==> config.mk <==
export PLATFORM = sky130hd
export DESIGN_NAME = mixStore
export DESIGN_NICKNAME = d
export VERILOG_FILES = /design/src/hdl/mixPkg.sv /design/src/hdl/mixStore.sv
export SDC_FILE = /design/constraint.sdc
export NUM_CORES = 1
export LEC_CHECK = 0
export ABC_CLOCK_PERIOD_IN_PS = 4300
export BUFFER_PORTS_ARGS = -buffer_cell sky130_fd_sc_hd__clkbuf_2
export CAP_MARGIN = 20
export CORE_MARGIN = 2
export CORE_UTILIZATION = 53
export DETAILED_ROUTE_END_ITERATION = 7
export PLACE_DENSITY = 0.77
export SKIP_LAST_GASP = 1
export SYNTH_ARGS = -nofsm -noshare
export SYNTH_HDL_FRONTEND = slang
export SYNTH_SLANG_ARGS = --single-unit
==> constraint.sdc <==
create_clock -name vclk -period 4.3
set_input_delay 0.215 -clock vclk [all_inputs]
set_output_delay 0.215 -clock vclk [all_outputs]
set_load 0.005 [all_outputs]
==> src/hdl/mixPkg.sv <==
/*
 MIX package: word geometry, instruction layout, opcode numbers,
 field-spec values, jump conditions and the comparison indicator.
*/
`default_nettype none

package mixPkg;

	localparam int wordWidth = 31;
	localparam int byteWidth = 6;
	localparam int wordBytes = 5;
	localparam int addrWidth = 12;

	typedef logic [wordWidth-1:0] mixWord;
	typedef logic [addrWidth-1:0] mixAddr;
	// sign plus 12-bit magnitude
	typedef logic [addrWidth:0] mixIndexReg;

	// instruction layout is +AA I F C
	localparam int addrFieldHi = 30;
	localparam int addrFieldLo = 18;
	localparam int indexFieldHi = 17;
	localparam int indexFieldLo = 12;
	localparam int specFieldHi = 11;
	localparam int specFieldLo = 6;
	localparam int opFieldHi = 5;
	localparam int opFieldLo = 0;

	localparam logic [5:0] opNop = 6'd0;
	localparam logic [5:0] opAdd = 6'd1;
	localparam logic [5:0] opSub = 6'd2;
	localparam logic [5:0] opSpecial = 6'd5;
	localparam logic [5:0] opLdBase = 6'd8;
	localparam logic [5:0] opLdnBase = 6'd16;
	localparam logic [5:0] opStBase = 6'd24;
	localparam logic [5:0] opStj = 6'd32;
	localparam logic [5:0] opStz = 6'd33;
	localparam logic [5:0] opJmp = 6'd39;
	localparam logic [5:0] opIdeBase = 6'd48;
	localparam logic [5:0] opCmpBase = 6'd56;

	// field values with a fixed meaning
	localparam logic [5:0] fieldHlt = 6'd2;
	localparam logic [5:0] fieldInc = 6'd0;
	localparam logic [5:0] fieldDec = 6'd1;
	localparam logic [5:0] fieldEnt = 6'd2;
	localparam logic [5:0] fieldEnn = 6'd3;

	// JMP conditions in the field
	localparam logic [5:0] jmpAlways = 6'd0;
	localparam logic [5:0] jmpSaveJ = 6'd1;
	localparam logic [5:0] jmpOverflow = 6'd2;
	localparam logic [5:0] jmpNoOverflow = 6'd3;
	localparam logic [5:0] jmpLess = 6'd4;
	localparam logic [5:0] jmpEqual = 6'd5;
	localparam logic [5:0] jmpGreater = 6'd6;
	localparam logic [5:0] jmpGreaterEqual = 6'd7;
	localparam logic [5:0] jmpNotEqual = 6'd8;
	localparam logic [5:0] jmpLessEqual = 6'd9;

	localparam logic [1:0] cmpEqual = 2'd0;
	localparam logic [1:0] cmpLess = 2'd1;
	localparam logic [1:0] cmpGreater = 2'd2;

endpackage

`default_nettype wire
==> src/hdl/mixStore.sv <==
/*
 Store merge: puts the low bytes of the source into bytes L..R of the
 old memory word, and the source sign as well when L is zero.
*/
`timescale 1ns/100ps
`default_nettype none

module mixStore (
	input  wire mixPkg::mixWord oldWord,
	input  wire mixPkg::mixWord source,
	input  wire [5:0]           fieldSpec,
	output mixPkg::mixWord      newWord
);
	import mixPkg::*;

	logic withSign;

	assign withSign = fieldSpec[5:3] == 3'd0;

	always_comb begin : merge
		int firstByte;
		int lastByte;
		lastByte = int'(fieldSpec[2:0]);
		firstByte = withSign ? 1 : int'(fieldSpec[5:3]);
		newWord = oldWord;
		if (withSign) begin
			newWord[wordWidth-1] = source[wordWidth-1];
		end
		// byte n of memory takes source byte R-n counted from the right
		if (lastByte <= wordBytes) begin
			for (int n = 1; n <= wordBytes; n++) begin
				if (n >= firstByte && n <= lastByte) begin
					newWord[byteWidth*(wordBytes-n) +: byteWidth] =
						source[byteWidth*(lastByte-n) +: byteWidth];
				end
			end
		end
	end

endmodule

`default_nettype wire

==> impl_metrics.yaml <==
run_status:
  status: "completed"
pwr:
  peakVddDrop_mv: 0.213
  p_per_area_nw_per_um2: 194
  p_sw_uw: 564
  fin_total_pwr_uw: 980
  p_leak_nw: 2.20
  switching_share_pct: 57.6
  p_int_uw: 416
  p_seq_share_pct: 0
  clkPwrFrac_pct: 0
  comb_power_share_pct: 100.0
final_layout:
  fin_util_pct: 58.9
  final_net_count: 760
  area_delta_synth_final_pct: 9.26
  clock_buffers: 0
  seq_cells: 0
  seq_area_um2: 0
  diodes: 0
  drive_gt1_share_pct: 26.2
  nFillCells: 833
placed_design:
  port_buffers: 99
  place_ws_ns: 0.357
  dp_hpwl_um: 12900
  gp_congestion: 1.02
route:
  final_antenna_net_count: 0
  drt-initial-drc-count: 611
  drt_first_pass_iters: 6
  vias_per_cell: 7.36
  routedWlPerCell_um: 22.9
  vias: 5631
  drc: 0
  finalWirelength_um: 17500
synth:
  synth_area_leaders: "mux4_2 15%, mux2i_1 12%, ha_1 7.6%"
  synth_top_cell_area_share_pct: 14.6
  synth-simple-area-share_pct: 18.4
  synth_cells: 605
  synth_top_area_cell: "mux4_2"
  synth-xor-area-share_pct: 2.02
  synth_mux_area_share_pct: 30.8
  synth_fa_ha_area_share_pct: 9.72
  ys_warn_count: 0
  synth_compound_area_share_pct: 28.9
  ys_types: 76
  synth.cell_area_um2: 4630
  synth-seq-area-share_pct: 0
  synth_top_family_by_area: "multiplexers"
  syn_area_per_cell_um2: 7.66
  synthesis.nets: 706
clocking:
  ctsResizeCount: 0
  cts_hold_buffers: 0
  postCtsSetupRepairBufs: 0
worst_setup_path:
  path_class: "in2out"
  cp-start-kind: "input pin"
  crit_required_ns: 4.09
  end_kind: "output pin"
  cp_data_arrival_time_ns: 3.78
  cp_max_fo: 12
timing:
  whs_ns: 0.687
  timing.final.crit_share_pct: 92.8
  rsz0062_at_grt: "false"
  fmax_mhz: 251
  fin_crit_ns: 3.99
  finalMaxSlewViolations: 0
  tightest_slew_ns: 0.883
  finalHoldViolCount: 0
  setup_tns_ns: 0
  setup_viol: 0
  relSlewSlack_pct: 41.2
  post-route-worst-setup-slack_ns: 0.310
global_route:
  busiest_layer: "met2"
  gr-usage-met3_pct: 4.96
  grtUsageMet1_pct: 49.5
  grt_pass1_wl_um: 27500
  grt_pass1_vias: 5160
  track_usage_pct: 35.4
  use_met2_pct: 54.0
  antenna_found_initial: 0
  grt_max_degree: 95
  overflow: 0
die:
  core_um2: 8590
  io_pins: 99
  die-area_um2: 9510
  start_util_pct: 53.9
  rows: 34
  die_w_um: 97.5
  die_y_um: 97.5
min_path:
  holdPathStages: 4
  min_path_type: "in2out"
run:
  cap_violations: 0
[cell type report]
class / count / area [um^2] / area share, %
timing repair buffer: 120 / 668 / 13.2
inverter: 21 / 78.8 / 1.56
multi-input combinational: 516 / 4180 / 82.6
tap: 108 / 135 / 2.67
[critical path: stages]
cell and delay, ns:
clkbuf_2 0.16, inv_1 0.29, ha_1 0.26, ha_1 0.27
ha_1 0.29, ha_1 0.21, fa_1 0.79, nor2_1 0.08
o2bb2ai_1 0.15, a2111oi_0 0.54, o21bai_1 0.21, o311ai_1 0.14
clkbuf_2 0.17
[synthesized netlist by cell type, types with 10 or more instances]
cell	n
nand2_1	81
mux2i_1	55
o21ai_0	35
a21oi_1	31
mux4_2	30
clkbuf_1	28
ha_1	28
nor2_1	25
buf_2	22
inv_1	20
nand2b_1	14
a32oi_1	12
mux2_2	12
nor2b_1	12
nor3_1	12
a22oi_1	11
nand3_1	11
a31oi_1	10
[path summary, 6_finish.rpt]
check,startpoint,to
hold / removal,oldWord[8],newWord[8]
setup / recovery,fieldSpec[1],newWord[4]
[per-stage QoR]
step | cell area, um^2 | instances
2_1_floorplan | 4630 | 605
6_report | 5060 | 765
4_1_cts | 5060 | 764
3_5_place_dp | 5060 | 764
3_3_place_gp | 5060 | 764
5_1_grt | 5060 | 765
[logic make-up (layout without fill, tap and decap cells)]
group           count (synthesis)  in the layout
compound gates                193            193
xor+xnor                        9              9
buf+inv                        89            141
fa+ha+maj                      33             33
simple gates                  181            181
mux                           100            100
[power by group through the flow]
stage / clock network, mW / logic (mW) / registers, mW
2_1_floorplan: 0 / 0.696 / 0
3_3_place_gp: 0 / 0.927 / 0
3_5_place_dp: 0 / 0.946 / 0
4_1_cts: 0 / 0.949 / 0
5_1_grt: 0 / 1.06 / 0
6_report: 0 / 0.980 / 0
[routing by layer]
| metal | share of wire, % | up-vias |
|---|---|---|
| met5 | 0 | - |
| met4 | 5.7 | 0 |
| met3 | 13 | 90 |
| met2 | 43 | 487 |
| met1 | 38 | 2611 |
| li1 | - | 2443 |
[placed cells by master (no fill, tap or decap), drive strengths merged, types with 3 or more instances in the layout]
cell type / netlist / layout
a22oi: 11 / 11
inv: 21 / 21
nand3: 11 / 11
nor4: 3 / 3
clkbuf: 29 / 98
a22o: 3 / 3
xnor2: 5 / 5
nand2: 82 / 82
o211ai: 8 / 8
xor2: 4 / 4
o21bai: 3 / 3
o22ai: 4 / 4
mux2i: 55 / 55
a32oi: 12 / 12
buf: 39 / 22
nand4: 6 / 6
a31oi: 10 / 10
mux4: 32 / 32
a211oi: 7 / 7
a21o: 3 / 3
o21ai: 44 / 44
a2bb2oi: 5 / 5
nor2: 26 / 26
fa: 5 / 5
nor2b: 12 / 12
a2111oi: 3 / 3
nand2b: 14 / 14
o221ai: 7 / 7
mux2: 13 / 13
a21oi: 31 / 31
ha: 28 / 28
nor3: 12 / 12
o311ai: 8 / 8
and3: 3 / 3
o31ai: 9 / 9
(Power assumes the default switching activity.)
