File: config.mk
export PLATFORM = sky130hd
export DESIGN_NAME = mixField
export DESIGN_NICKNAME = d
export VERILOG_FILES = /design/src/hdl/mixPkg.sv /design/src/hdl/mixField.sv
export SDC_FILE = /design/constraint.sdc
export NUM_CORES = 1
export LEC_CHECK = 0
export BUFFER_PORTS_ARGS = -buffer_cell sky130_fd_sc_hd__buf_2
export CAP_MARGIN = 20
export CORE_MARGIN = 2
export CORE_UTILIZATION = 50
export DETAILED_ROUTE_END_ITERATION = 10
export GPL_TIMING_DRIVEN = 1
export PLACE_DENSITY_LB_ADDON = 0.3
export SLEW_MARGIN = 0
export SYNTH_ARGS = -nofsm -noshare
export SYNTH_HDL_FRONTEND = slang
export SYNTH_SLANG_ARGS = --single-unit
File: constraint.sdc
create_clock -name vclk -period 7.06
set_clock_uncertainty 0.2 [all_clocks]
set_input_delay 1.059 -clock vclk [all_inputs]
set_output_delay 1.059 -clock vclk [all_outputs]
set_load 0.02 [all_outputs]
File: src/hdl/mixPkg.sv
/*
 MIX package: word geometry, instruction layout, opcode numbers,
 field-spec values, jump conditions and the comparison indicator.
*/
`default_nettype none

package mixPkg;

	localparam int wordWidth = 31;
	localparam int byteWidth = 6;
	localparam int wordBytes = 5;
	localparam int addrWidth = 12;

	typedef logic [wordWidth-1:0] mixWord;
	typedef logic [addrWidth-1:0] mixAddr;
	// sign plus 12-bit magnitude
	typedef logic [addrWidth:0] mixIndexReg;

	// instruction layout is +AA I F C
	localparam int addrFieldHi = 30;
	localparam int addrFieldLo = 18;
	localparam int indexFieldHi = 17;
	localparam int indexFieldLo = 12;
	localparam int specFieldHi = 11;
	localparam int specFieldLo = 6;
	localparam int opFieldHi = 5;
	localparam int opFieldLo = 0;

	localparam logic [5:0] opNop = 6'd0;
	localparam logic [5:0] opAdd = 6'd1;
	localparam logic [5:0] opSub = 6'd2;
	localparam logic [5:0] opSpecial = 6'd5;
	localparam logic [5:0] opLdBase = 6'd8;
	localparam logic [5:0] opLdnBase = 6'd16;
	localparam logic [5:0] opStBase = 6'd24;
	localparam logic [5:0] opStj = 6'd32;
	localparam logic [5:0] opStz = 6'd33;
	localparam logic [5:0] opJmp = 6'd39;
	localparam logic [5:0] opIdeBase = 6'd48;
	localparam logic [5:0] opCmpBase = 6'd56;

	// field values with a fixed meaning
	localparam logic [5:0] fieldHlt = 6'd2;
	localparam logic [5:0] fieldInc = 6'd0;
	localparam logic [5:0] fieldDec = 6'd1;
	localparam logic [5:0] fieldEnt = 6'd2;
	localparam logic [5:0] fieldEnn = 6'd3;

	// JMP conditions in the field
	localparam logic [5:0] jmpAlways = 6'd0;
	localparam logic [5:0] jmpSaveJ = 6'd1;
	localparam logic [5:0] jmpOverflow = 6'd2;
	localparam logic [5:0] jmpNoOverflow = 6'd3;
	localparam logic [5:0] jmpLess = 6'd4;
	localparam logic [5:0] jmpEqual = 6'd5;
	localparam logic [5:0] jmpGreater = 6'd6;
	localparam logic [5:0] jmpGreaterEqual = 6'd7;
	localparam logic [5:0] jmpNotEqual = 6'd8;
	localparam logic [5:0] jmpLessEqual = 6'd9;

	localparam logic [1:0] cmpEqual = 2'd0;
	localparam logic [1:0] cmpLess = 2'd1;
	localparam logic [1:0] cmpGreater = 2'd2;

endpackage

`default_nettype wire
File: src/hdl/mixField.sv
/*
 Field extraction: takes bytes max(L,1)..R of a word, right-aligns
 them and keeps the sign only when L is zero.
*/
`timescale 1ns/100ps
`default_nettype none

module mixField (
	input  wire mixPkg::mixWord word,
	input  wire [5:0]           fieldSpec,
	output mixPkg::mixWord      value
);
	import mixPkg::*;

	logic [wordWidth-2:0] mag;
	logic withSign;

	assign withSign = fieldSpec[5:3] == 3'd0;

	always_comb begin : extract
		int firstByte;
		int lastByte;
		int count;
		lastByte = int'(fieldSpec[2:0]);
		firstByte = withSign ? 1 : int'(fieldSpec[5:3]);
		// L > R or R past byte 5 leaves an empty field
		if (lastByte > wordBytes || lastByte < firstByte) begin
			count = 0;
		end else begin
			count = lastByte - firstByte + 1;
		end
		mag = '0;
		// byte k from the right comes from byte number R-k
		for (int k = 0; k < wordBytes; k++) begin
			if (k < count) begin
				mag[byteWidth*k +: byteWidth] =
					word[byteWidth*(wordBytes-lastByte+k) +: byteWidth];
			end
		end
	end

	assign value = {withSign ? word[wordWidth-1] : 1'b0, mag};

endmodule

`default_nettype wire

==> insert_results.sql <==
INSERT INTO impl_metrics (metric_group, metric, value, unit) VALUES
('routing', 'drt-initial-drc-count', '541', ''),
('synthesis', 'syn_inst', '641', ''),
('timing', 'unrepaired_setup_endpoints_after_global_routing', 'false', ''),
('synthesis', 'sequential_share_of_the_synthesized_area', '0', ''),
('worst_setup_path', 'cp_data_required_time', '5.80', 'ns'),
('cells_and_area', 'area.growth.synth_to_final', '3.786', '%'),
('worst_setup_path', 'critical_path.most_common_cell', 'sky130_fd_sc_hd__ha_1', ''),
('routing', 'drt_pass1_iterations', '5', ''),
('synthesis', 'synth_top_area_frac', '0.08861', ''),
('timing', 'final.period_utilization', '0.8796', ''),
('die', 'die_width', '100.5', 'um'),
('die', 'ios', '68', ''),
('die', 'dieArea', '10110', 'um2'),
('placement', 'globalplace.congestion', '0.9620', ''),
('worst_hold_path', 'worst_hold_startpoint', 'fieldSpec[3]', ''),
('placement', 'place.port_buffers', '68', ''),
('clock_network', 'post_cts_buffers', '0', ''),
('worst_setup_path', 'cp-startpoint', 'fieldSpec[1]', ''),
('synthesis', 'synth.cell_area', '4659', 'um2'),
('timing', 'finalSetupTns', '0', 'ns'),
('cells_and_area', 'antenna-diode-count', '0', ''),
('routing', 'final_antenna_net_count', '0', ''),
('worst_setup_path', 'path_max_fanout', '16', ''),
('power', 'power-per-cell-area', '135.0', 'nW/um2'),
('timing', 'timing.final.ws_setup', '0.8497', 'ns'),
('power', 'leakage', '0.002064', 'uW'),
('die', 'coreArea', '9153', 'um2'),
('synthesis', 'yosys.area.top_type', 'sky130_fd_sc_hd__ha_1', ''),
('cells_and_area', 'seq_cells', '0', ''),
('worst_setup_path', 'critical_path.endpoint_type', 'primary output', ''),
('synthesis', 'ys_top_cells_by_area', 'sky130_fd_sc_hd__ha_1 8.9%, sky130_fd_sc_hd__mux4_2 8.7%, sky130_fd_sc_hd__mux2i_1 8.4%, sky130_fd_sc_hd__a21oi_1 6.1%, sky130_fd_sc_hd__nand2_1 5.2%', ''),
('worst_setup_path', 'timing_worst_setup_path_type', 'in2out', ''),
('clock_network', 'hold_bufs_at_cts', '0', ''),
('timing', 'setup_viol_count_final', '0', ''),
('routing', 'post_drt_via_cell_ratio', '6.947', ''),
('cells_and_area', 'finish.net_count', '733', ''),
('timing', 'number_of_pins_exceeding_their_max_slew_limit_in_the_final_report', '0', ''),
('cells_and_area', 'nClkBuffers', '0', ''),
('timing', 'tightest_slew', '0.9901', 'ns'),
('worst_setup_path', 'crit_path_start_kind', 'input port', ''),
('timing', 'hold_viol_final', '0', ''),
('placement', 'dp.cells', '767', ''),
('synthesis', 'synth_warnings', '0', ''),
('cells_and_area', 'fin_cells', '767', ''),
('routing', 'routedWlPerCell', '21.21', 'um'),
('routing', 'drt-total-wl', '16270', 'um'),
('synthesis', 'post_synthesis_area_per_instance', '7.269', 'um2'),
('cells_and_area', 'most-common-layout-cells', '67 x sky130_fd_sc_hd__buf_2, 65 x sky130_fd_sc_hd__nand2_1, 57 x sky130_fd_sc_hd__a21oi_1', ''),
('worst_setup_path', 'worst_path_dominant_cell_family', 'adder cells', ''),
('grt', 'overflow', '0', ''),
('worst_setup_path', 'crit_slowest_cell', 'sky130_fd_sc_hd__ha_1', ''),
('timing', 'layout_min_cycle_time', '6.210', 'ns'),
('clock_network', 'post_cts_resize_count', '0', ''),
('worst_setup_path', 'timing.critical_path.cells', 'buf_2, inv_1, ha_1, xor2_1, ha_1, ha_1, a21o_1, a21oi_2, xor2_1, a31oi_1, or3_1, a211oi_1, buf_2', ''),
('grt', 'number_of_global_route_vias_before_repair', '4730', ''),
('synthesis', 'synth_cell_types', '83', ''),
('routing', 'via_count', '5328', ''),
('grt', 'grt_pass1_wl', '25430', 'um'),
('die', 'start_util', '0.5091', ''),
('run', 'max_cap_viol_count', '0', ''),
('outcome', 'status', 'completed', ''),
('worst_setup_path', 'cp_num_buf_inv', '3', ''),
('grt', 'grt_start_max_net_pins', '82', ''),
('timing', 'timing.slew.headroom', '0.3399', ''),
('cells_and_area', 'post_route_cells_drive_above_1_share', '0.1784', ''),
('synthesis', 'post_synthesis_net_count', '716', ''),
('die', 'rows', '35', ''),
('worst_setup_path', 'slowest_delay', '0.58', 'ns'),
('placement', 'dp.final_hpwl', '12130', 'um'),
('worst_hold_path', 'min_path_type', 'in2out', ''),
('cells_and_area', 'ff_latch_area', '0', 'um2'),
('routing', 'drcViolationCount', '0', ''),
('worst_setup_path', 'crit_path_dat', '4.95', 'ns'),
('power', 'ir_worst_vdd', '75.39', 'uV'),
('grt', 'global_route.usage.total', '0.3087', ''),
('die', 'die_height', '100.5', 'um'),
('grt', 'grt_antenna_before_repair', '0', ''),
('cells_and_area', 'layout.cells.most_common', 'sky130_fd_sc_hd__buf_2', ''),
('timing', 'clock.fmax', '0.1610', 'GHz'),
('placement', 'place_ws', '0.8986', 'ns');
==> area by class of cell <==
cell class / instances / area, um2
timing repair buffer: 72 / 372.9
inverter: 21 / 78.83
multi-input combinational: 563 / 4245
tap: 111 / 138.9
fill: 918 / 4317
==> cell families after synthesis <==
family / synth area share
buffers and inverters: 0.09157
AOI/OAI and AO/OA: 0.3145
xor gates and xnor gates: 0.04565
and+or+nand+nor: 0.2191
adders and majority gates: 0.1101
muxes: 0.2191
==> path summary, 6_finish.rpt <==
path  depth (start not counted)        end  slack, ns
max                          13  value[18]       0.85
min                           3  value[30]       2.19
==> report_power, final <==
| part | switching (uW) | internal, uW | total, uW | leakage (uW) |
|---|---|---|---|---|
| combinational | 411 | 243 | 653 | 0.00206 |
| sequential | 0 | 0 | 0 | 0 |
| clock | 0 | 0 | 0 | 0 |
| total | 411 | 243 | 653 | 0.00206 |
==> through the flow <==
step	instance area, um2	utilization	total power [uW]	hold slack (ns)
floorplan	4659	-	488.1	2.001
global placement	4836	0.5284	624.5	2.184
detailed placement	4836	0.5284	633.1	2.188
CTS	4836	0.5284	636.2	2.188
global route	4836	0.5284	702.9	2.204
finish	4836	0.5284	653.0	2.188
==> cell usage after synthesis (all sizes together) (7+ instances only) <==
cell,count
a211oi,15
a21o,9
a21oi,58
a31oi,14
and3,10
buf,35
clkbuf,22
ha,33
inv,20
mux2,20
mux2i,39
mux4,18
nand2,65
nand2b,9
nand3,21
nor2,46
nor2b,10
nor3,18
o211ai,16
o21ai,35
o31ai,9
xnor2,13
xor2,7
==> tightest hold or removal path: cells and delay by family <==
family | cells | cell delay, ns
and+or+nand+nor | 1 | 0.04
buffers and inverters | 2 | 0.23
==> layer usage <==
layer / share of wire / wire, um / GRT usage / vias up
met1: 0.44 / 7234 / 0.4547 / 2514
li1: - / - / - / 2485
met3: 0.093 / 1507 / 0.03051 / 31
met4: 0.020 / 319 / 0.05901 / 0
met2: 0.44 / 7204 / 0.4920 / 298
met5: 0 / 0 / 0 / -
Power figures use the tool's default switching activity.
