==> src/hdl/mixPkg.sv <==
/*
 MIX package: word geometry, instruction layout, opcode numbers,
 field-spec values, jump conditions and the comparison indicator.
*/
`default_nettype none

package mixPkg;

	localparam int wordWidth = 31;
	localparam int byteWidth = 6;
	localparam int wordBytes = 5;
	localparam int addrWidth = 12;

	typedef logic [wordWidth-1:0] mixWord;
	typedef logic [addrWidth-1:0] mixAddr;
	// sign plus 12-bit magnitude
	typedef logic [addrWidth:0] mixIndexReg;

	// instruction layout is +AA I F C
	localparam int addrFieldHi = 30;
	localparam int addrFieldLo = 18;
	localparam int indexFieldHi = 17;
	localparam int indexFieldLo = 12;
	localparam int specFieldHi = 11;
	localparam int specFieldLo = 6;
	localparam int opFieldHi = 5;
	localparam int opFieldLo = 0;

	localparam logic [5:0] opNop = 6'd0;
	localparam logic [5:0] opAdd = 6'd1;
	localparam logic [5:0] opSub = 6'd2;
	localparam logic [5:0] opSpecial = 6'd5;
	localparam logic [5:0] opLdBase = 6'd8;
	localparam logic [5:0] opLdnBase = 6'd16;
	localparam logic [5:0] opStBase = 6'd24;
	localparam logic [5:0] opStj = 6'd32;
	localparam logic [5:0] opStz = 6'd33;
	localparam logic [5:0] opJmp = 6'd39;
	localparam logic [5:0] opIdeBase = 6'd48;
	localparam logic [5:0] opCmpBase = 6'd56;

	// field values with a fixed meaning
	localparam logic [5:0] fieldHlt = 6'd2;
	localparam logic [5:0] fieldInc = 6'd0;
	localparam logic [5:0] fieldDec = 6'd1;
	localparam logic [5:0] fieldEnt = 6'd2;
	localparam logic [5:0] fieldEnn = 6'd3;

	// JMP conditions in the field
	localparam logic [5:0] jmpAlways = 6'd0;
	localparam logic [5:0] jmpSaveJ = 6'd1;
	localparam logic [5:0] jmpOverflow = 6'd2;
	localparam logic [5:0] jmpNoOverflow = 6'd3;
	localparam logic [5:0] jmpLess = 6'd4;
	localparam logic [5:0] jmpEqual = 6'd5;
	localparam logic [5:0] jmpGreater = 6'd6;
	localparam logic [5:0] jmpGreaterEqual = 6'd7;
	localparam logic [5:0] jmpNotEqual = 6'd8;
	localparam logic [5:0] jmpLessEqual = 6'd9;

	localparam logic [1:0] cmpEqual = 2'd0;
	localparam logic [1:0] cmpLess = 2'd1;
	localparam logic [1:0] cmpGreater = 2'd2;

endpackage

`default_nettype wire
==> src/hdl/mixCompare.sv <==
/*
 Sign-magnitude comparator with a one-cycle start/stop handshake.
 +0 and -0 compare equal.
*/
`timescale 1ns/100ps
`default_nettype none

module mixCompare (
	input  wire                 clk,
	input  wire                 reset,
	input  wire                 start,
	input  wire mixPkg::mixWord in1,
	input  wire mixPkg::mixWord in2,
	output logic                stop,
	output logic [1:0]          code
);
	import mixPkg::*;

	logic sign1;
	logic sign2;
	logic [wordWidth-2:0] mag1;
	logic [wordWidth-2:0] mag2;

	always_ff @(posedge clk) begin
		if (reset) begin
			stop <= 1'b0;
		end else begin
			stop <= start;
		end
	end

	assign sign1 = in1[wordWidth-1];
	assign sign2 = in2[wordWidth-1];
	assign mag1 = in1[wordWidth-2:0];
	assign mag2 = in2[wordWidth-2:0];

	always_comb begin
		if (mag1 == '0 && mag2 == '0) begin
			code = cmpEqual;
		end else if (sign1 != sign2) begin
			code = sign1 ? cmpLess : cmpGreater;
		end else if (mag1 == mag2) begin
			code = cmpEqual;
		end else if ((mag1 > mag2) ^ sign1) begin
			// larger magnitude wins for positives, loses for negatives
			code = cmpGreater;
		end else begin
			code = cmpLess;
		end
	end

endmodule

`default_nettype wire

==> config.mk <==
export PLATFORM = sky130hd
export DESIGN_NAME = mixCompare
export DESIGN_NICKNAME = d
export VERILOG_FILES = /design/src/hdl/mixPkg.sv /design/src/hdl/mixCompare.sv
export SDC_FILE = /design/constraint.sdc
export NUM_CORES = 1
export LEC_CHECK = 0
export ABC_AREA = 1
export BUFFER_PORTS_ARGS = -buffer_cell sky130_fd_sc_hd__buf_2
export CAP_MARGIN = 20
export CORE_ASPECT_RATIO = 1.75
export CORE_MARGIN = 1
export CORE_UTILIZATION = 44
export CTS_CLUSTER_SIZE = 28
export DETAILED_ROUTE_END_ITERATION = 8
export PLACE_DENSITY_LB_ADDON = 0.12
export SLEW_MARGIN = 20
export SYNTH_ARGS = -nofsm -noshare
export SYNTH_HDL_FRONTEND = slang
export SYNTH_SLANG_ARGS = --single-unit
==> constraint.sdc <==
create_clock -name clk -period 1.55 [get_ports clk]
set_input_delay 0.0775 -clock clk [delete_from_list [all_inputs] [get_ports clk]]
set_output_delay 0.0775 -clock clk [all_outputs]
set_load 0.02 [all_outputs]
==> flow_summary.json, run 1 <==
{
  "ys_types": 20,
  "ir_worst_vdd_mv": 0.193,
  "clk_pin_slew_ns": 0,
  "met2_length_um": 2420,
  "ys_warn_count": 0,
  "dpl_worst_slack_ns": -0.174,
  "hold_start": "reset",
  "place_congestion": 0.794,
  "grt_max_degree": 5,
  "dieArea_um2": 2780,
  "reg_top3": "stop (1)",
  "wl_met3_um": 172,
  "min_period_ns": 1.69,
  "synthAdderAreaFrac": 0.333,
  "drive_above_1_share": 0.554,
  "wl_per_cell_um": 13.3,
  "syn_area_per_cell_um2": 5.91,
  "grt_pass1_wl_um": 5910,
  "nets": 382,
  "drtIter0Drc": 28,
  "design_area_um2": 2080,
  "power_leakage_uw": 0.00115,
  "wl_met1_um": 1460,
  "seq_area_frac_synth": 0.0177,
  "synth_top_family_by_area": "simple AND/OR/NAND/NOR gates",
  "syn-num-nets": 286,
  "startpoint_type": "input port",
  "multi_input_area_um2": 1210,
  "dieHeight_um": 69.0,
  "highest_layer": "met4",
  "dieWidth_um": 40.3,
  "synth-seq-cells": 1,
  "port_buffers": 67,
  "start_util": 0.478,
  "largest_register_ffs": 1,
  "rsz0062_at_grt": "true",
  "fillers": 138,
  "setup_ws_ns": -0.135,
  "cts_hold_buffers": 0,
  "cp_max_fo": 3,
  "critical_path.startpoint": "in2[25]",
  "cap_violations": 0,
  "place_area_um2": 1670,
  "area_growth_pct": 84.6,
  "synth_area_um2": 1130,
  "grt_pass1_vias": 1541,
  "regArea_um2": 20.0,
  "via_per_inst": 5.22,
  "n_antenna_cell": 0,
  "criticalPathCategory": "input port to output port",
  "holdPathStages": 2,
  "synth-xor-area-share": 0,
  "hold_class": "input port to register",
  "slew_headroom": 0.728,
  "worst_pin_slew_ns": 0.404,
  "vias": 1618,
  "cp.arrival_ns": 1.61,
  "fin_tns_setup_ns": -0.232,
  "required_ns": 1.47,
  "top_register": "stop",
  "synth_area_leaders": "ha_1 33%, inv_1 16%, nand2_1 14%",
  "dp_hpwl_um": 2760,
  "antenna_found_initial": 0,
  "synth_mux_area_frac": 0,
  "final-max-slew-violation-count": 0,
  "powerDensity_nw_per_um2": 289,
  "synth_top_area_cell": "ha_1",
  "violations": "negative setup slack",
  "final_cell_mix": "54 x buf_2, 34 x nand2_1, 31 x inv_1",
  "ant_nets": 0,
  "rows": 23,
  "yosysTopAreaCellShare": 0.333,
  "design.core.area_um2": 2360,
  "post-route-period-util": 1.09,
  "syn_inst": 191,
  "setup_viol_count_final": 2,
  "synth_compound_area_frac": 0.0776,
  "ioPinCount": 68,
  "overflow": 0,
  "drc": 0,
  "grt_usage": 0.295,
  "fmaxAchievable_mhz": 593,
  "cp-end-kind": "output port",
  "status": "complete, but fails checks",
  "synth-simple-area-share": 0.406,
  "final_common_cell": "buf_2",
  "wl_um": 4130,
  "drt-pass1-iter-count": 4,
  "hold_viol_final": 0
}
-- metrics by stage --
step	utilization	hold WS, ns	total power (uW)	cells
global route	0.883	0.257	660	310
CTS	0.845	0.235	539	309
finish	0.883	0.234	603	310
global placement	0.707	0.233	421	306
floorplan	-	0.149	241	191
detailed placement	0.707	0.235	429	306
-- routing by layer --
layer | vias to the layer above | global-route usage
met1 | 731 | 0.281
met4 | 0 | 0.0792
li1 | 811 | -
met2 | 66 | 0.613
met3 | 10 | 0.0192
met5 | - | 0
-- Yosys cell counts (all sizes together) --
library cell  number
inv               49
nand2             47
ha                30
nor2              21
a21oi             11
nand4             10
nand3              9
nor4               7
a21o               2
nor3               2
a31oi              1
clkinv             1
dfxtp              1
-- worst max-delay path: stages --
cell and delay, ns:
buf_2 0.07, inv_1 0.06, ha_4 0.27, nand2_1 0.05
inv_1 0.10, nand2_1 0.08, nand2_1 0.09, nand2_1 0.06
nand2_1 0.08, a21oi_2 0.04, nand2_2 0.10, nand2_2 0.10
nand2_2 0.09, nand3_2 0.07, a21oi_2 0.14, buf_6 0.13
-- kinds of logic after synthesis --
family / after synthesis
flip-flops: 1
AO/OA/AOI/OAI: 14
buffers and inverters: 50
adder cells (fa/ha/maj): 30
AND/OR/NAND/NOR: 96
-- where the power goes --
group	switching (uW)	internal, uW	total, uW
Sequential	0.256	27.7	27.9
Combinational	284	291	575
Clock	0	0	0
-- worst paths after layout --
path / end / slack, ns
hold / removal: stop / 0.23
setup / recovery: code[1] / -0.14
-- cell type report --
cell class | instances | area share
multi-input combinational | 140 | 0.580
timing repair buffer | 94 | 0.301
inverter | 50 | 0.0943
tap | 25 | 0.0150
sequential | 1 | 0.00961
-- timing repair --
action | 4_1_cts | 5_1_grt
pin swaps | 30 | 20
gates cloned | 0 | 0
gates resized for setup | 60 | 18
endpoints found under the hold margin | 0 | 0
setup endpoints to repair | 2 | 2
buffers inserted | 3 | 1
Note: power is estimated with default switching activity, not from simulation.
==> run 2, diff against run 1 <==
--- a/config.mk
+++ b/config.mk
@@ -14,6 +14,7 @@
 export CTS_CLUSTER_SIZE = 28
 export DETAILED_ROUTE_END_ITERATION = 8
 export PLACE_DENSITY_LB_ADDON = 0.12
+export RECOVER_POWER = 100
 export SLEW_MARGIN = 20
 export SYNTH_ARGS = -nofsm -noshare
 export SYNTH_HDL_FRONTEND = slang
==> run 2 against run 1 <==
Power barely moved. Critical path type unchanged. The flow still finishes with violations (negative setup slack). Cell count did not move. Die area did not move. Hold slack barely moved. Critical endpoint unchanged. Worst setup slack got worse by 0.015 ns.
==> flow_summary.json, run 2 (synthesized netlist as in run 1, its figures left out) <==
{
  "status": "complete, but fails checks",
  "violations": "negative setup slack",
  "reg_top3": "stop (1)",
  "grt_pass1_vias": 1541,
  "final_cell_mix": "53 x buf_2, 34 x nand2_1, 31 x inv_1",
  "antenna_found_initial": 0,
  "start_util": 0.478,
  "dieHeight_um": 69.0,
  "grt_max_degree": 5,
  "cts_hold_buffers": 0,
  "ioPinCount": 68,
  "dieWidth_um": 40.3,
  "hold_start": "reset",
  "wl_um": 4130,
  "holdPathStages": 2,
  "drtIter0Drc": 29,
  "setup_ws_ns": -0.150,
  "dieArea_um2": 2780,
  "min_period_ns": 1.70,
  "hold_viol_final": 0,
  "crit_top_cell": "nand2_1",
  "design.core.area_um2": 2360,
  "rows": 23,
  "cp_max_fo": 3,
  "hold_end": "stop",
  "via_per_inst": 5.22,
  "powerDensity_nw_per_um2": 290,
  "setup_viol_count_final": 2,
  "drc": 0,
  "criticalPathCategory": "input port to output port",
  "dp_hpwl_um": 2760,
  "dpl_worst_slack_ns": -0.174,
  "place_congestion": 0.794,
  "largest_register_ffs": 1,
  "power_leakage_uw": 0.00115,
  "vias": 1617,
  "grt_pass1_wl_um": 5910,
  "cp-end-kind": "output port",
  "rsz0062_at_grt": "true",
  "fmaxAchievable_mhz": 588,
  "post-route-period-util": 1.10,
  "required_ns": 1.47,
  "slowest_stage": "ha_4",
  "n_antenna_cell": 0,
  "top_register": "stop",
  "wl_per_cell_um": 13.3,
  "fin_tns_setup_ns": -0.262,
  "startpoint_type": "input port",
  "area_growth_pct": 84.5,
  "worst_pin_slew_ns": 0.351,
  "drt-pass1-iter-count": 4,
  "cpPeakStageDelay_ns": 0.27,
  "hold_class": "input port to register",
  "slew_headroom": 0.764,
  "final_common_cell": "buf_2",
  "path_cells": "buf_2, inv_1, ha_4, nand2_1, inv_1, nand2_1, nand2_1, nand2_1, nand2_1, a21oi_2, nand2_2, nand2_2, nand2_2, nand3_2, a21oi_2, buf_6",
  "clk_pin_slew_ns": 0,
  "overflow": 0,
  "port_buffers": 67,
  "cp.arrival_ns": 1.62,
  "ant_nets": 0,
  "grt_usage": 0.295,
  "nets": 382,
  "cap_violations": 0,
  "final-max-slew-violation-count": 0,
  "ir_worst_vdd_mv": 0.192,
  "drive_above_1_share": 0.551
}
run 2: power breakdown:
group | leakage (uW) | internal [uW] | total (uW) | switching [uW]
registers | 0.00000834 | 27.7 | 27.9 | 0.278
clock network | 0 | 0 | 0 | 0
logic | 0.00114 | 290 | 575 | 285
total | 0.00115 | 318 | 603 | 285
run 2: worst max-delay path, delay by kind of cell:
kind | cells | cell delay, ns
adders and majority gates | 1 | 0.27
and+or+nand+nor | 9 | 0.73
AOI/OAI and AO/OA | 2 | 0.18
buffers and inverters | 4 | 0.36
run 2: cell type report:
type / instances / area (um^2)
fillers: 139 / 278
inverters: 50 / 196
multi-input cells: 140 / 1210
flip-flops and latches: 1 / 20.0
well taps: 25 / 31.3
repair buffers: 94 / 626
run 2: worst max path at each step:
stage | startpoint | endpoint | cells after the start
after floorplan | in2[13] | code[1] | 14
after global placement | in2[21] | code[1] | 12
after detailed placement | in2[21] | code[1] | 12
after CTS | in2[19] | code[1] | 14
after global routing | in2[25] | code[1] | 16
final | in2[25] | code[1] | 16
run 2: per-layer routing:
metal / GRT usage / vias to the layer above / wire length, um
met2: 0.613 / 62 / 2420
li1: - / 811 / -
met5: 0 / - / 0
met1: 0.281 / 736 / 1480
met4: 0.0792 / 0 / 70
met3: 0.0192 / 8 / 168
run 2: what timing repair did:
item / 4_1_cts / 5_1_grt
endpoints found under the setup margin: 2 / 2
pin swaps: 30 / 20
gates resized for setup: 60 / 18
buffers inserted: 3 / 1
run 2: metrics by stage:
step / std cells / utilization / area [um^2] / total power, uW / hold WS [ns]
final: 310 / 0.882 / 2080 / 603 / 0.234
after global routing: 310 / 0.882 / 2080 / 660 / 0.257
after CTS: 309 / 0.845 / 1990 / 539 / 0.235
after detailed placement: 306 / 0.707 / 1670 / 429 / 0.235
after global placement: 306 / 0.707 / 1670 / 421 / 0.233
after floorplan: 191 / - / 1130 / 241 / 0.149
