**src/hdl/mixPkg.sv**
```systemverilog
/*
 MIX package: word geometry, instruction layout, opcode numbers,
 field-spec values, jump conditions and the comparison indicator.
*/
`default_nettype none

package mixPkg;

	localparam int wordWidth = 31;
	localparam int byteWidth = 6;
	localparam int wordBytes = 5;
	localparam int addrWidth = 12;

	typedef logic [wordWidth-1:0] mixWord;
	typedef logic [addrWidth-1:0] mixAddr;
	// sign plus 12-bit magnitude
	typedef logic [addrWidth:0] mixIndexReg;

	// instruction layout is +AA I F C
	localparam int addrFieldHi = 30;
	localparam int addrFieldLo = 18;
	localparam int indexFieldHi = 17;
	localparam int indexFieldLo = 12;
	localparam int specFieldHi = 11;
	localparam int specFieldLo = 6;
	localparam int opFieldHi = 5;
	localparam int opFieldLo = 0;

	localparam logic [5:0] opNop = 6'd0;
	localparam logic [5:0] opAdd = 6'd1;
	localparam logic [5:0] opSub = 6'd2;
	localparam logic [5:0] opSpecial = 6'd5;
	localparam logic [5:0] opLdBase = 6'd8;
	localparam logic [5:0] opLdnBase = 6'd16;
	localparam logic [5:0] opStBase = 6'd24;
	localparam logic [5:0] opStj = 6'd32;
	localparam logic [5:0] opStz = 6'd33;
	localparam logic [5:0] opJmp = 6'd39;
	localparam logic [5:0] opIdeBase = 6'd48;
	localparam logic [5:0] opCmpBase = 6'd56;

	// field values with a fixed meaning
	localparam logic [5:0] fieldHlt = 6'd2;
	localparam logic [5:0] fieldInc = 6'd0;
	localparam logic [5:0] fieldDec = 6'd1;
	localparam logic [5:0] fieldEnt = 6'd2;
	localparam logic [5:0] fieldEnn = 6'd3;

	// JMP conditions in the field
	localparam logic [5:0] jmpAlways = 6'd0;
	localparam logic [5:0] jmpSaveJ = 6'd1;
	localparam logic [5:0] jmpOverflow = 6'd2;
	localparam logic [5:0] jmpNoOverflow = 6'd3;
	localparam logic [5:0] jmpLess = 6'd4;
	localparam logic [5:0] jmpEqual = 6'd5;
	localparam logic [5:0] jmpGreater = 6'd6;
	localparam logic [5:0] jmpGreaterEqual = 6'd7;
	localparam logic [5:0] jmpNotEqual = 6'd8;
	localparam logic [5:0] jmpLessEqual = 6'd9;

	localparam logic [1:0] cmpEqual = 2'd0;
	localparam logic [1:0] cmpLess = 2'd1;
	localparam logic [1:0] cmpGreater = 2'd2;

endpackage

`default_nettype wire
```
**src/hdl/mixAddSub.sv**
```systemverilog
/*
 Sign-magnitude adder/subtractor. The result and overflow follow the
 operands combinationally, stop is the start strobe one cycle later.
*/
`timescale 1ns/100ps
`default_nettype none

module mixAddSub (
	input  wire                 clk,
	input  wire                 reset,
	input  wire                 start,
	input  wire                 subtract,
	input  wire mixPkg::mixWord in1,
	input  wire mixPkg::mixWord in2,
	output logic                stop,
	output mixPkg::mixWord      sum,
	output logic                overflow
);
	import mixPkg::*;

	localparam int magWidth = wordWidth - 1;

	logic sign1;
	logic sign2;
	logic [magWidth-1:0] mag1;
	logic [magWidth-1:0] mag2;
	logic [magWidth:0] total;
	logic resultSign;

	always_ff @(posedge clk) begin
		if (reset) begin
			stop <= 1'b0;
		end else begin
			stop <= start;
		end
	end

	// subtraction is addition with the second sign flipped
	assign sign1 = in1[magWidth];
	assign sign2 = in2[magWidth] ^ subtract;
	assign mag1 = in1[magWidth-1:0];
	assign mag2 = in2[magWidth-1:0];

	always_comb begin
		if (sign1 == sign2) begin
			total = {1'b0, mag1} + {1'b0, mag2};
			resultSign = sign1;
		end else if (mag1 >= mag2) begin
			// equal magnitudes give zero with the sign of in1
			total = {1'b0, mag1 - mag2};
			resultSign = sign1;
		end else begin
			total = {1'b0, mag2 - mag1};
			resultSign = sign2;
		end
	end

	assign sum = {resultSign, total[magWidth-1:0]};
	// carry out of the 30-bit magnitude
	assign overflow = total[magWidth];

endmodule

`default_nettype wire

```
**config.mk**
```make
export PLATFORM = sky130hd
export DESIGN_NAME = mixAddSub
export DESIGN_NICKNAME = d
export VERILOG_FILES = /design/src/hdl/mixPkg.sv /design/src/hdl/mixAddSub.sv
export SDC_FILE = /design/constraint.sdc
export NUM_CORES = 1
export LEC_CHECK = 0
export BUFFER_PORTS_ARGS = -buffer_cell sky130_fd_sc_hd__buf_4
export CORE_MARGIN = 4
export CORE_UTILIZATION = 50
export CTS_CLUSTER_DIAMETER = 150
export DETAILED_ROUTE_END_ITERATION = 16
export PLACE_DENSITY_LB_ADDON = 0.12
export SETUP_SLACK_MARGIN = 0.15
export SLEW_MARGIN = 40
export SYNTH_ARGS = -nofsm -noshare
export SYNTH_HDL_FRONTEND = slang
export SYNTH_SLANG_ARGS = --single-unit
```
**constraint.sdc**
```tcl
create_clock -name clk -period 6.7 [get_ports clk]
set_input_delay 1.34 -clock clk [delete_from_list [all_inputs] [get_ports clk]]
set_output_delay 1.34 -clock clk [all_outputs]
set_load 0.01 [all_outputs]
```
==> impl_metrics.json, run 1 <==
{
  "synth-edff-count": 0,
  "clock.fmax_ghz": 0.1617,
  "critPathLaunch": "in1[8]",
  "rsz0062_at_grt": "false",
  "ys_seq_area_share_pct": 0.3758,
  "crit_arrival_ns": 4.85,
  "grt_pass1_wl_um": 29680,
  "drt_iter0_drc": 487,
  "max_slew_margin_pct": 49.24,
  "timing.final.hold_violations": 0,
  "core_mm2": 0.01037,
  "synth_top_area_share_pct": 22.55,
  "worst_pin_slew_ns": 0.7568,
  "slowest_stage": "o31ai_4",
  "path_cells": "buf_4, inv_1, ha_1, a21o_1, a21oi_2, a21boi_4, o211ai_2, o31ai_4, nand2_2, a211oi_1, a2111oi_2, nor4bb_2, buf_4",
  "whs_path_depth": 2,
  "setup_viol": 0,
  "postSynthAreaPerCell_um2": 6.955,
  "report.final.slew_viol_count": 0,
  "drive_above_1_share_pct": 19.04,
  "utilization_pct": 58.82,
  "post_cts_buffers": 0,
  "synthMuxAreaShare_pct": 2.043,
  "port_buffers": 98,
  "crit_required_ns": 5.36,
  "place_area_mm2": 0.006092,
  "ant_nets": 0,
  "top_register": "stop",
  "ys_warn_count": 0,
  "vias": 5988,
  "holdCritPathClass": "in -> reg",
  "pre_cts_ws_ns": 0.5604,
  "synthesis.area_mm2": 0.005328,
  "io_pins": 99,
  "maxCapViolCount": 0,
  "diodes": 0,
  "synthArstFlopShare_pct": 0,
  "synth_compound_area_share_pct": 37.95,
  "die_area_mm2": 0.01237,
  "clkTransAtPathRegs_ns": 0,
  "detailed_place_hpwl_um": 15180,
  "die_width_um": 111.2,
  "synth_fp_nets": 931,
  "cts_hold_buf": 0,
  "largest_register_ffs": 1,
  "ff_latch_area_um2": 20.02,
  "netlist_instances": 766,
  "synthTopCellsByArea": "ha_1, a21oi_1, inv_1",
  "ys.flop_type": "dfxtp_1",
  "cpMostUsedCell": "buf_4",
  "min_to": "stop",
  "area_growth_pct": 14.49,
  "cp-end-kind": "output port",
  "fillers": 1040,
  "synth_top_family_by_area": "compound AO/OA/AOI/OAI gates",
  "post-route-period-util_pct": 92.32,
  "synthXorXnorAreaFrac_pct": 4.932,
  "track_usage_pct": 28.18,
  "routedWlPerCell_um": 18.98,
  "vias_per_cell": 6.167,
  "overflow": 0,
  "synth-simple-area-share_pct": 20.41,
  "gp_congestion": 0.9728,
  "slowest_delay_ns": 0.54,
  "worstSetupPathType": "in -> out",
  "synth_commonest_cells": "a21oi_1, ha_1, inv_1",
  "synth_fa_ha_area_share_pct": 23.67,
  "drc_errors": 0,
  "tns_ns": 0,
  "status": "finished, final reports clean",
  "ys_ff_latch": 1,
  "reg_top3": "stop x1",
  "synth_most_common_cell": "a21oi_1",
  "grt_start_max_net_pins": 23,
  "ctsResizeCount": 0,
  "multiInputGateArea_mm2": 0.004765,
  "rows": 37,
  "finalCriticalPeriod_ns": 6.186,
  "synth_cell_type_count": 84,
  "die_h_um": 111.2,
  "vdd_ir_drop_max_mv": 0.07701,
  "dr.pass1.iters": 7,
  "layout.nets": 1002,
  "start_kind": "input port",
  "synth_largest_area_cell": "ha_1",
  "first_global_vias": 5800,
  "initial_core_util_pct": 51.38,
  "min_from": "reset",
  "power.density_mw_per_mm2": 120.1,
  "cp_max_fo": 22,
  "setup_ws_ns": 0.5145,
  "antenna_found_initial": 0,
  "timing.hold.ws_ns": 1.505,
  "p_leak_uw": 0.002864,
  "routed_wl_um": 18430,
  "finalInstanceArea_mm2": 0.006100
}
## per-layer routing
metal	routed length (um)	part of all wire (%)	vias to the layer above	global-route usage, %
li1	-	-	2902	-
met1	8232	45	2778	39.73
met2	8435	46	287	46.72
met3	1482	8.0	21	3.166
met4	279	1.5	0	4.785
met5	0	0	-	0
## critical path: cells and delay by family
| family | cells | cell delay [ns] |
|---|---|---|
| AO/OA/AOI/OAI | 7 | 1.92 |
| AND/OR/NAND/NOR | 2 | 0.80 |
| adder cells (fa/ha/maj) | 1 | 0.45 |
| buffers and inverters | 3 | 0.32 |
## placed cells by master, fill, tap and decap left out, types with 5 or more instances in the layout
| master | synthesis | layout |
|---|---|---|
| nand2_1 | 47 | 47 |
| o2111ai_1 | 5 | 5 |
| ha_1 | 96 | 96 |
| mux2i_1 | 6 | 6 |
| o21bai_1 | 19 | 19 |
| nand2b_1 | 10 | 10 |
| a21oi_1 | 102 | 102 |
| a31oi_1 | 7 | 7 |
| nor2b_1 | 12 | 12 |
| xnor2_1 | 26 | 25 |
| o21ai_1 | 10 | 10 |
| buf_4 | 10 | 108 |
| a21o_1 | 12 | 12 |
| nand3_1 | 16 | 16 |
| nor2_1 | 53 | 53 |
| o211ai_1 | 8 | 8 |
| inv_1 | 89 | 89 |
| nor3_1 | 25 | 25 |
| o21ai_0 | 29 | 29 |
| o31ai_1 | 10 | 10 |
| nand4_1 | 14 | 14 |
| o21a_1 | 6 | 6 |
| a211oi_1 | 18 | 18 |
## final cells by class
class / instances / share of cell area, %
Multi-Input combinational cell: 637 / 78.11
Timing Repair Buffer: 108 / 13.29
Inverter: 89 / 5.477
Tap cell: 136 / 2.790
Sequential cell: 1 / 0.3282
## logic make-up (layout without fill, tap and decap cells)
group / Yosys count / in the layout
mux: 10 / 10
flops: 1 / 1
compound gates: 288 / 288
fa+ha+maj: 99 / 99
xor+xnor: 30 / 30
buf+inv: 128 / 197
simple gates: 210 / 210
## stage by stage
stage	cells	total power [uW]
detailed placement	971	719.0
floorplan	766	468.9
global route	971	792.7
global placement	971	713.4
finish	971	732.4
CTS	971	722.6
## worst max path at each step
| stage | endpoint | slack [ns] | cells past startpoint |
|---|---|---|---|
| finish | sum[28] | 0.51 | 13 |
| global route | sum[28] | 0.23 | 13 |
| CTS | sum[28] | 0.54 | 13 |
| detailed placement | sum[28] | 0.56 | 13 |
| global placement | sum[28] | 0.75 | 13 |
| floorplan | sum[28] | 1.56 | 12 |
## power breakdown
part           leakage [uW]  internal, uW  switching [uW]
Clock                     0             0               0
Sequential       0.00000834          6.40          0.0722
Combinational       0.00286           301             425
Power figures use the tool's default switching activity.
==> run 2, diff against run 1 <==
CORE_UTILIZATION = 30   (was 50)
clock period = 5.85 ns   (was 6.7 ns; I/O delays follow)
==> run 2 against run 1 <==
  * First-iteration DRC count down 32%
  * Routed wire length up 4.8%
  * Sequential share of layout area about the same
  * Flip-flop and latch count unchanged
  * Final area up 4.5%
  * Critical path type unchanged
  * Critical path depth up 1
==> impl_metrics.json, run 2 (synthesis results as in run 1) <==
{
  "cts_hold_buf": 0,
  "rsz0062_at_grt": "false",
  "clock_power_share_pct": 0,
  "cp_top_family": "compound AO/OA/AOI/OAI gates",
  "final_cell_mix": "buf_4, a21oi_1, ha_1",
  "slowest_stage": "a2111oi_2",
  "grt_pass1_wl_um": 30690,
  "routed_wl_um": 19310,
  "cp_max_fo": 4,
  "diodes": 0,
  "post-route-period-util_pct": 93.65,
  "io_pins": 99,
  "start_kind": "input port",
  "detailed_place_hpwl_um": 16330,
  "rows": 48,
  "final_common_cell": "buf_4",
  "setup_viol": 0,
  "path_cells": "buf_4, ha_1, inv_1, fa_1, o21bai_2, a2111oi_2, a2111oi_2, o211ai_2, a2111oi_2, a211oi_2, o21ai_1, a2111oi_0, nor3_1, buf_4",
  "routedWlPerCell_um": 17.83,
  "cp-end-kind": "output port",
  "largest_register_ffs": 1,
  "holdCritPathClass": "in -> reg",
  "top_register": "stop",
  "place_area_mm2": 0.006376,
  "drive_above_1_share_pct": 21.10,
  "power.density_mw_per_mm2": 135.1,
  "drt_iter0_drc": 330,
  "worst_pin_slew_ns": 0.6068,
  "clkTransAtPathRegs_ns": 0,
  "finalCriticalPeriod_ns": 5.478,
  "seqPwrFrac_pct": 0.9,
  "slowest_delay_ns": 0.52,
  "first_global_vias": 5903,
  "vias_per_cell": 5.471,
  "finalInstanceArea_mm2": 0.006376,
  "comb_power_share_pct": 99.1,
  "report.final.slew_viol_count": 0,
  "antenna_found_initial": 0,
  "gp_congestion": 0.9660,
  "die_width_um": 141.3,
  "crit_required_ns": 4.68,
  "max_slew_margin_pct": 59.30,
  "overflow": 0,
  "layout.nets": 1025,
  "sw_frac_of_total_pct": 57.13,
  "timing.final.hold_violations": 0,
  "die_h_um": 141.3,
  "drc_errors": 0,
  "reg_top3": "stop x1",
  "track_usage_pct": 18.44,
  "ant_nets": 0,
  "die_area_mm2": 0.01995,
  "vdd_ir_drop_max_mv": 0.05788,
  "power.switching_uw": 491.9,
  "dr.pass1.iters": 5,
  "p_leak_uw": 0.002969,
  "area_growth_pct": 19.68,
  "initial_core_util_pct": 30.69,
  "maxCapViolCount": 0,
  "fillers": 1931,
  "intPower_uw": 369.2,
  "grt_start_max_net_pins": 36,
  "worstSetupPathType": "in -> out",
  "path_buf_inv": 3,
  "post_cts_buffers": 0,
  "tns_ns": 0,
  "vias": 5925,
  "core_mm2": 0.01736,
  "clock.fmax_ghz": 0.1825,
  "cpMostUsedCell": "a2111oi_2",
  "port_buffers": 98,
  "crit_arrival_ns": 4.31,
  "status": "finished, final reports clean"
}
## run 2: cell count changes in the layout (fill, tap and decap cells not counted), sizes merged
cell  delta
buf     +23
## run 2: final cells by class
cell class	count	area (um^2)	share of cell area [%]
inverters	89	334.1	5.239
repair buffers	131	983.4	15.42
well taps	225	281.5	4.415
flip-flops and latches	1	20.02	0.3140
multi-input cells	637	4757	74.61
## run 2: path summary, 6_finish.rpt
check,start,end,depth (start not counted)
setup / recovery,in1[0],overflow,14
hold / removal,reset,stop,2
## run 2: power by group through the flow
stage	combinational, uW	sequential (uW)	clock, uW
2_1_floorplan	529	7.62	0
3_3_place_gp	857	7.42	0
3_5_place_dp	850	7.44	0
4_1_cts	855	7.43	0
5_1_grt	934	7.46	0
6_report	854	7.42	0
## run 2: what timing repair did
| action | CTS | global route |
|---|---|---|
| setup endpoints to repair | 0 | 1 |
| hold endpoints to repair | 0 | 0 |
| resized for setup | 0 | 1 |
## run 2: per-stage QoR
stage / utilization (%) / worst slack, ns / power, uW / hold slack, ns / std cells
floorplan: - / 1.052 / 537.0 / 1.242 / 766
global placement: 36.74 / 0.3812 / 863.9 / 1.330 / 1083
detailed placement: 36.74 / 0.2896 / 857.5 / 1.331 / 1083
CTS: 36.74 / 0.2727 / 862.0 / 1.328 / 1083
global route: 36.74 / 0.1646 / 941.2 / 1.335 / 1083
finish: 36.74 / 0.3716 / 861.1 / 1.327 / 1083
## run 2: metal layers
metal,vias to the layer above,share of wire (%),track usage (%)
met5,-,0,0
met4,0,1.7,3.162
met3,28,4.9,1.180
met2,182,47,31.60
met1,2774,46,25.80
li1,2941,-,-
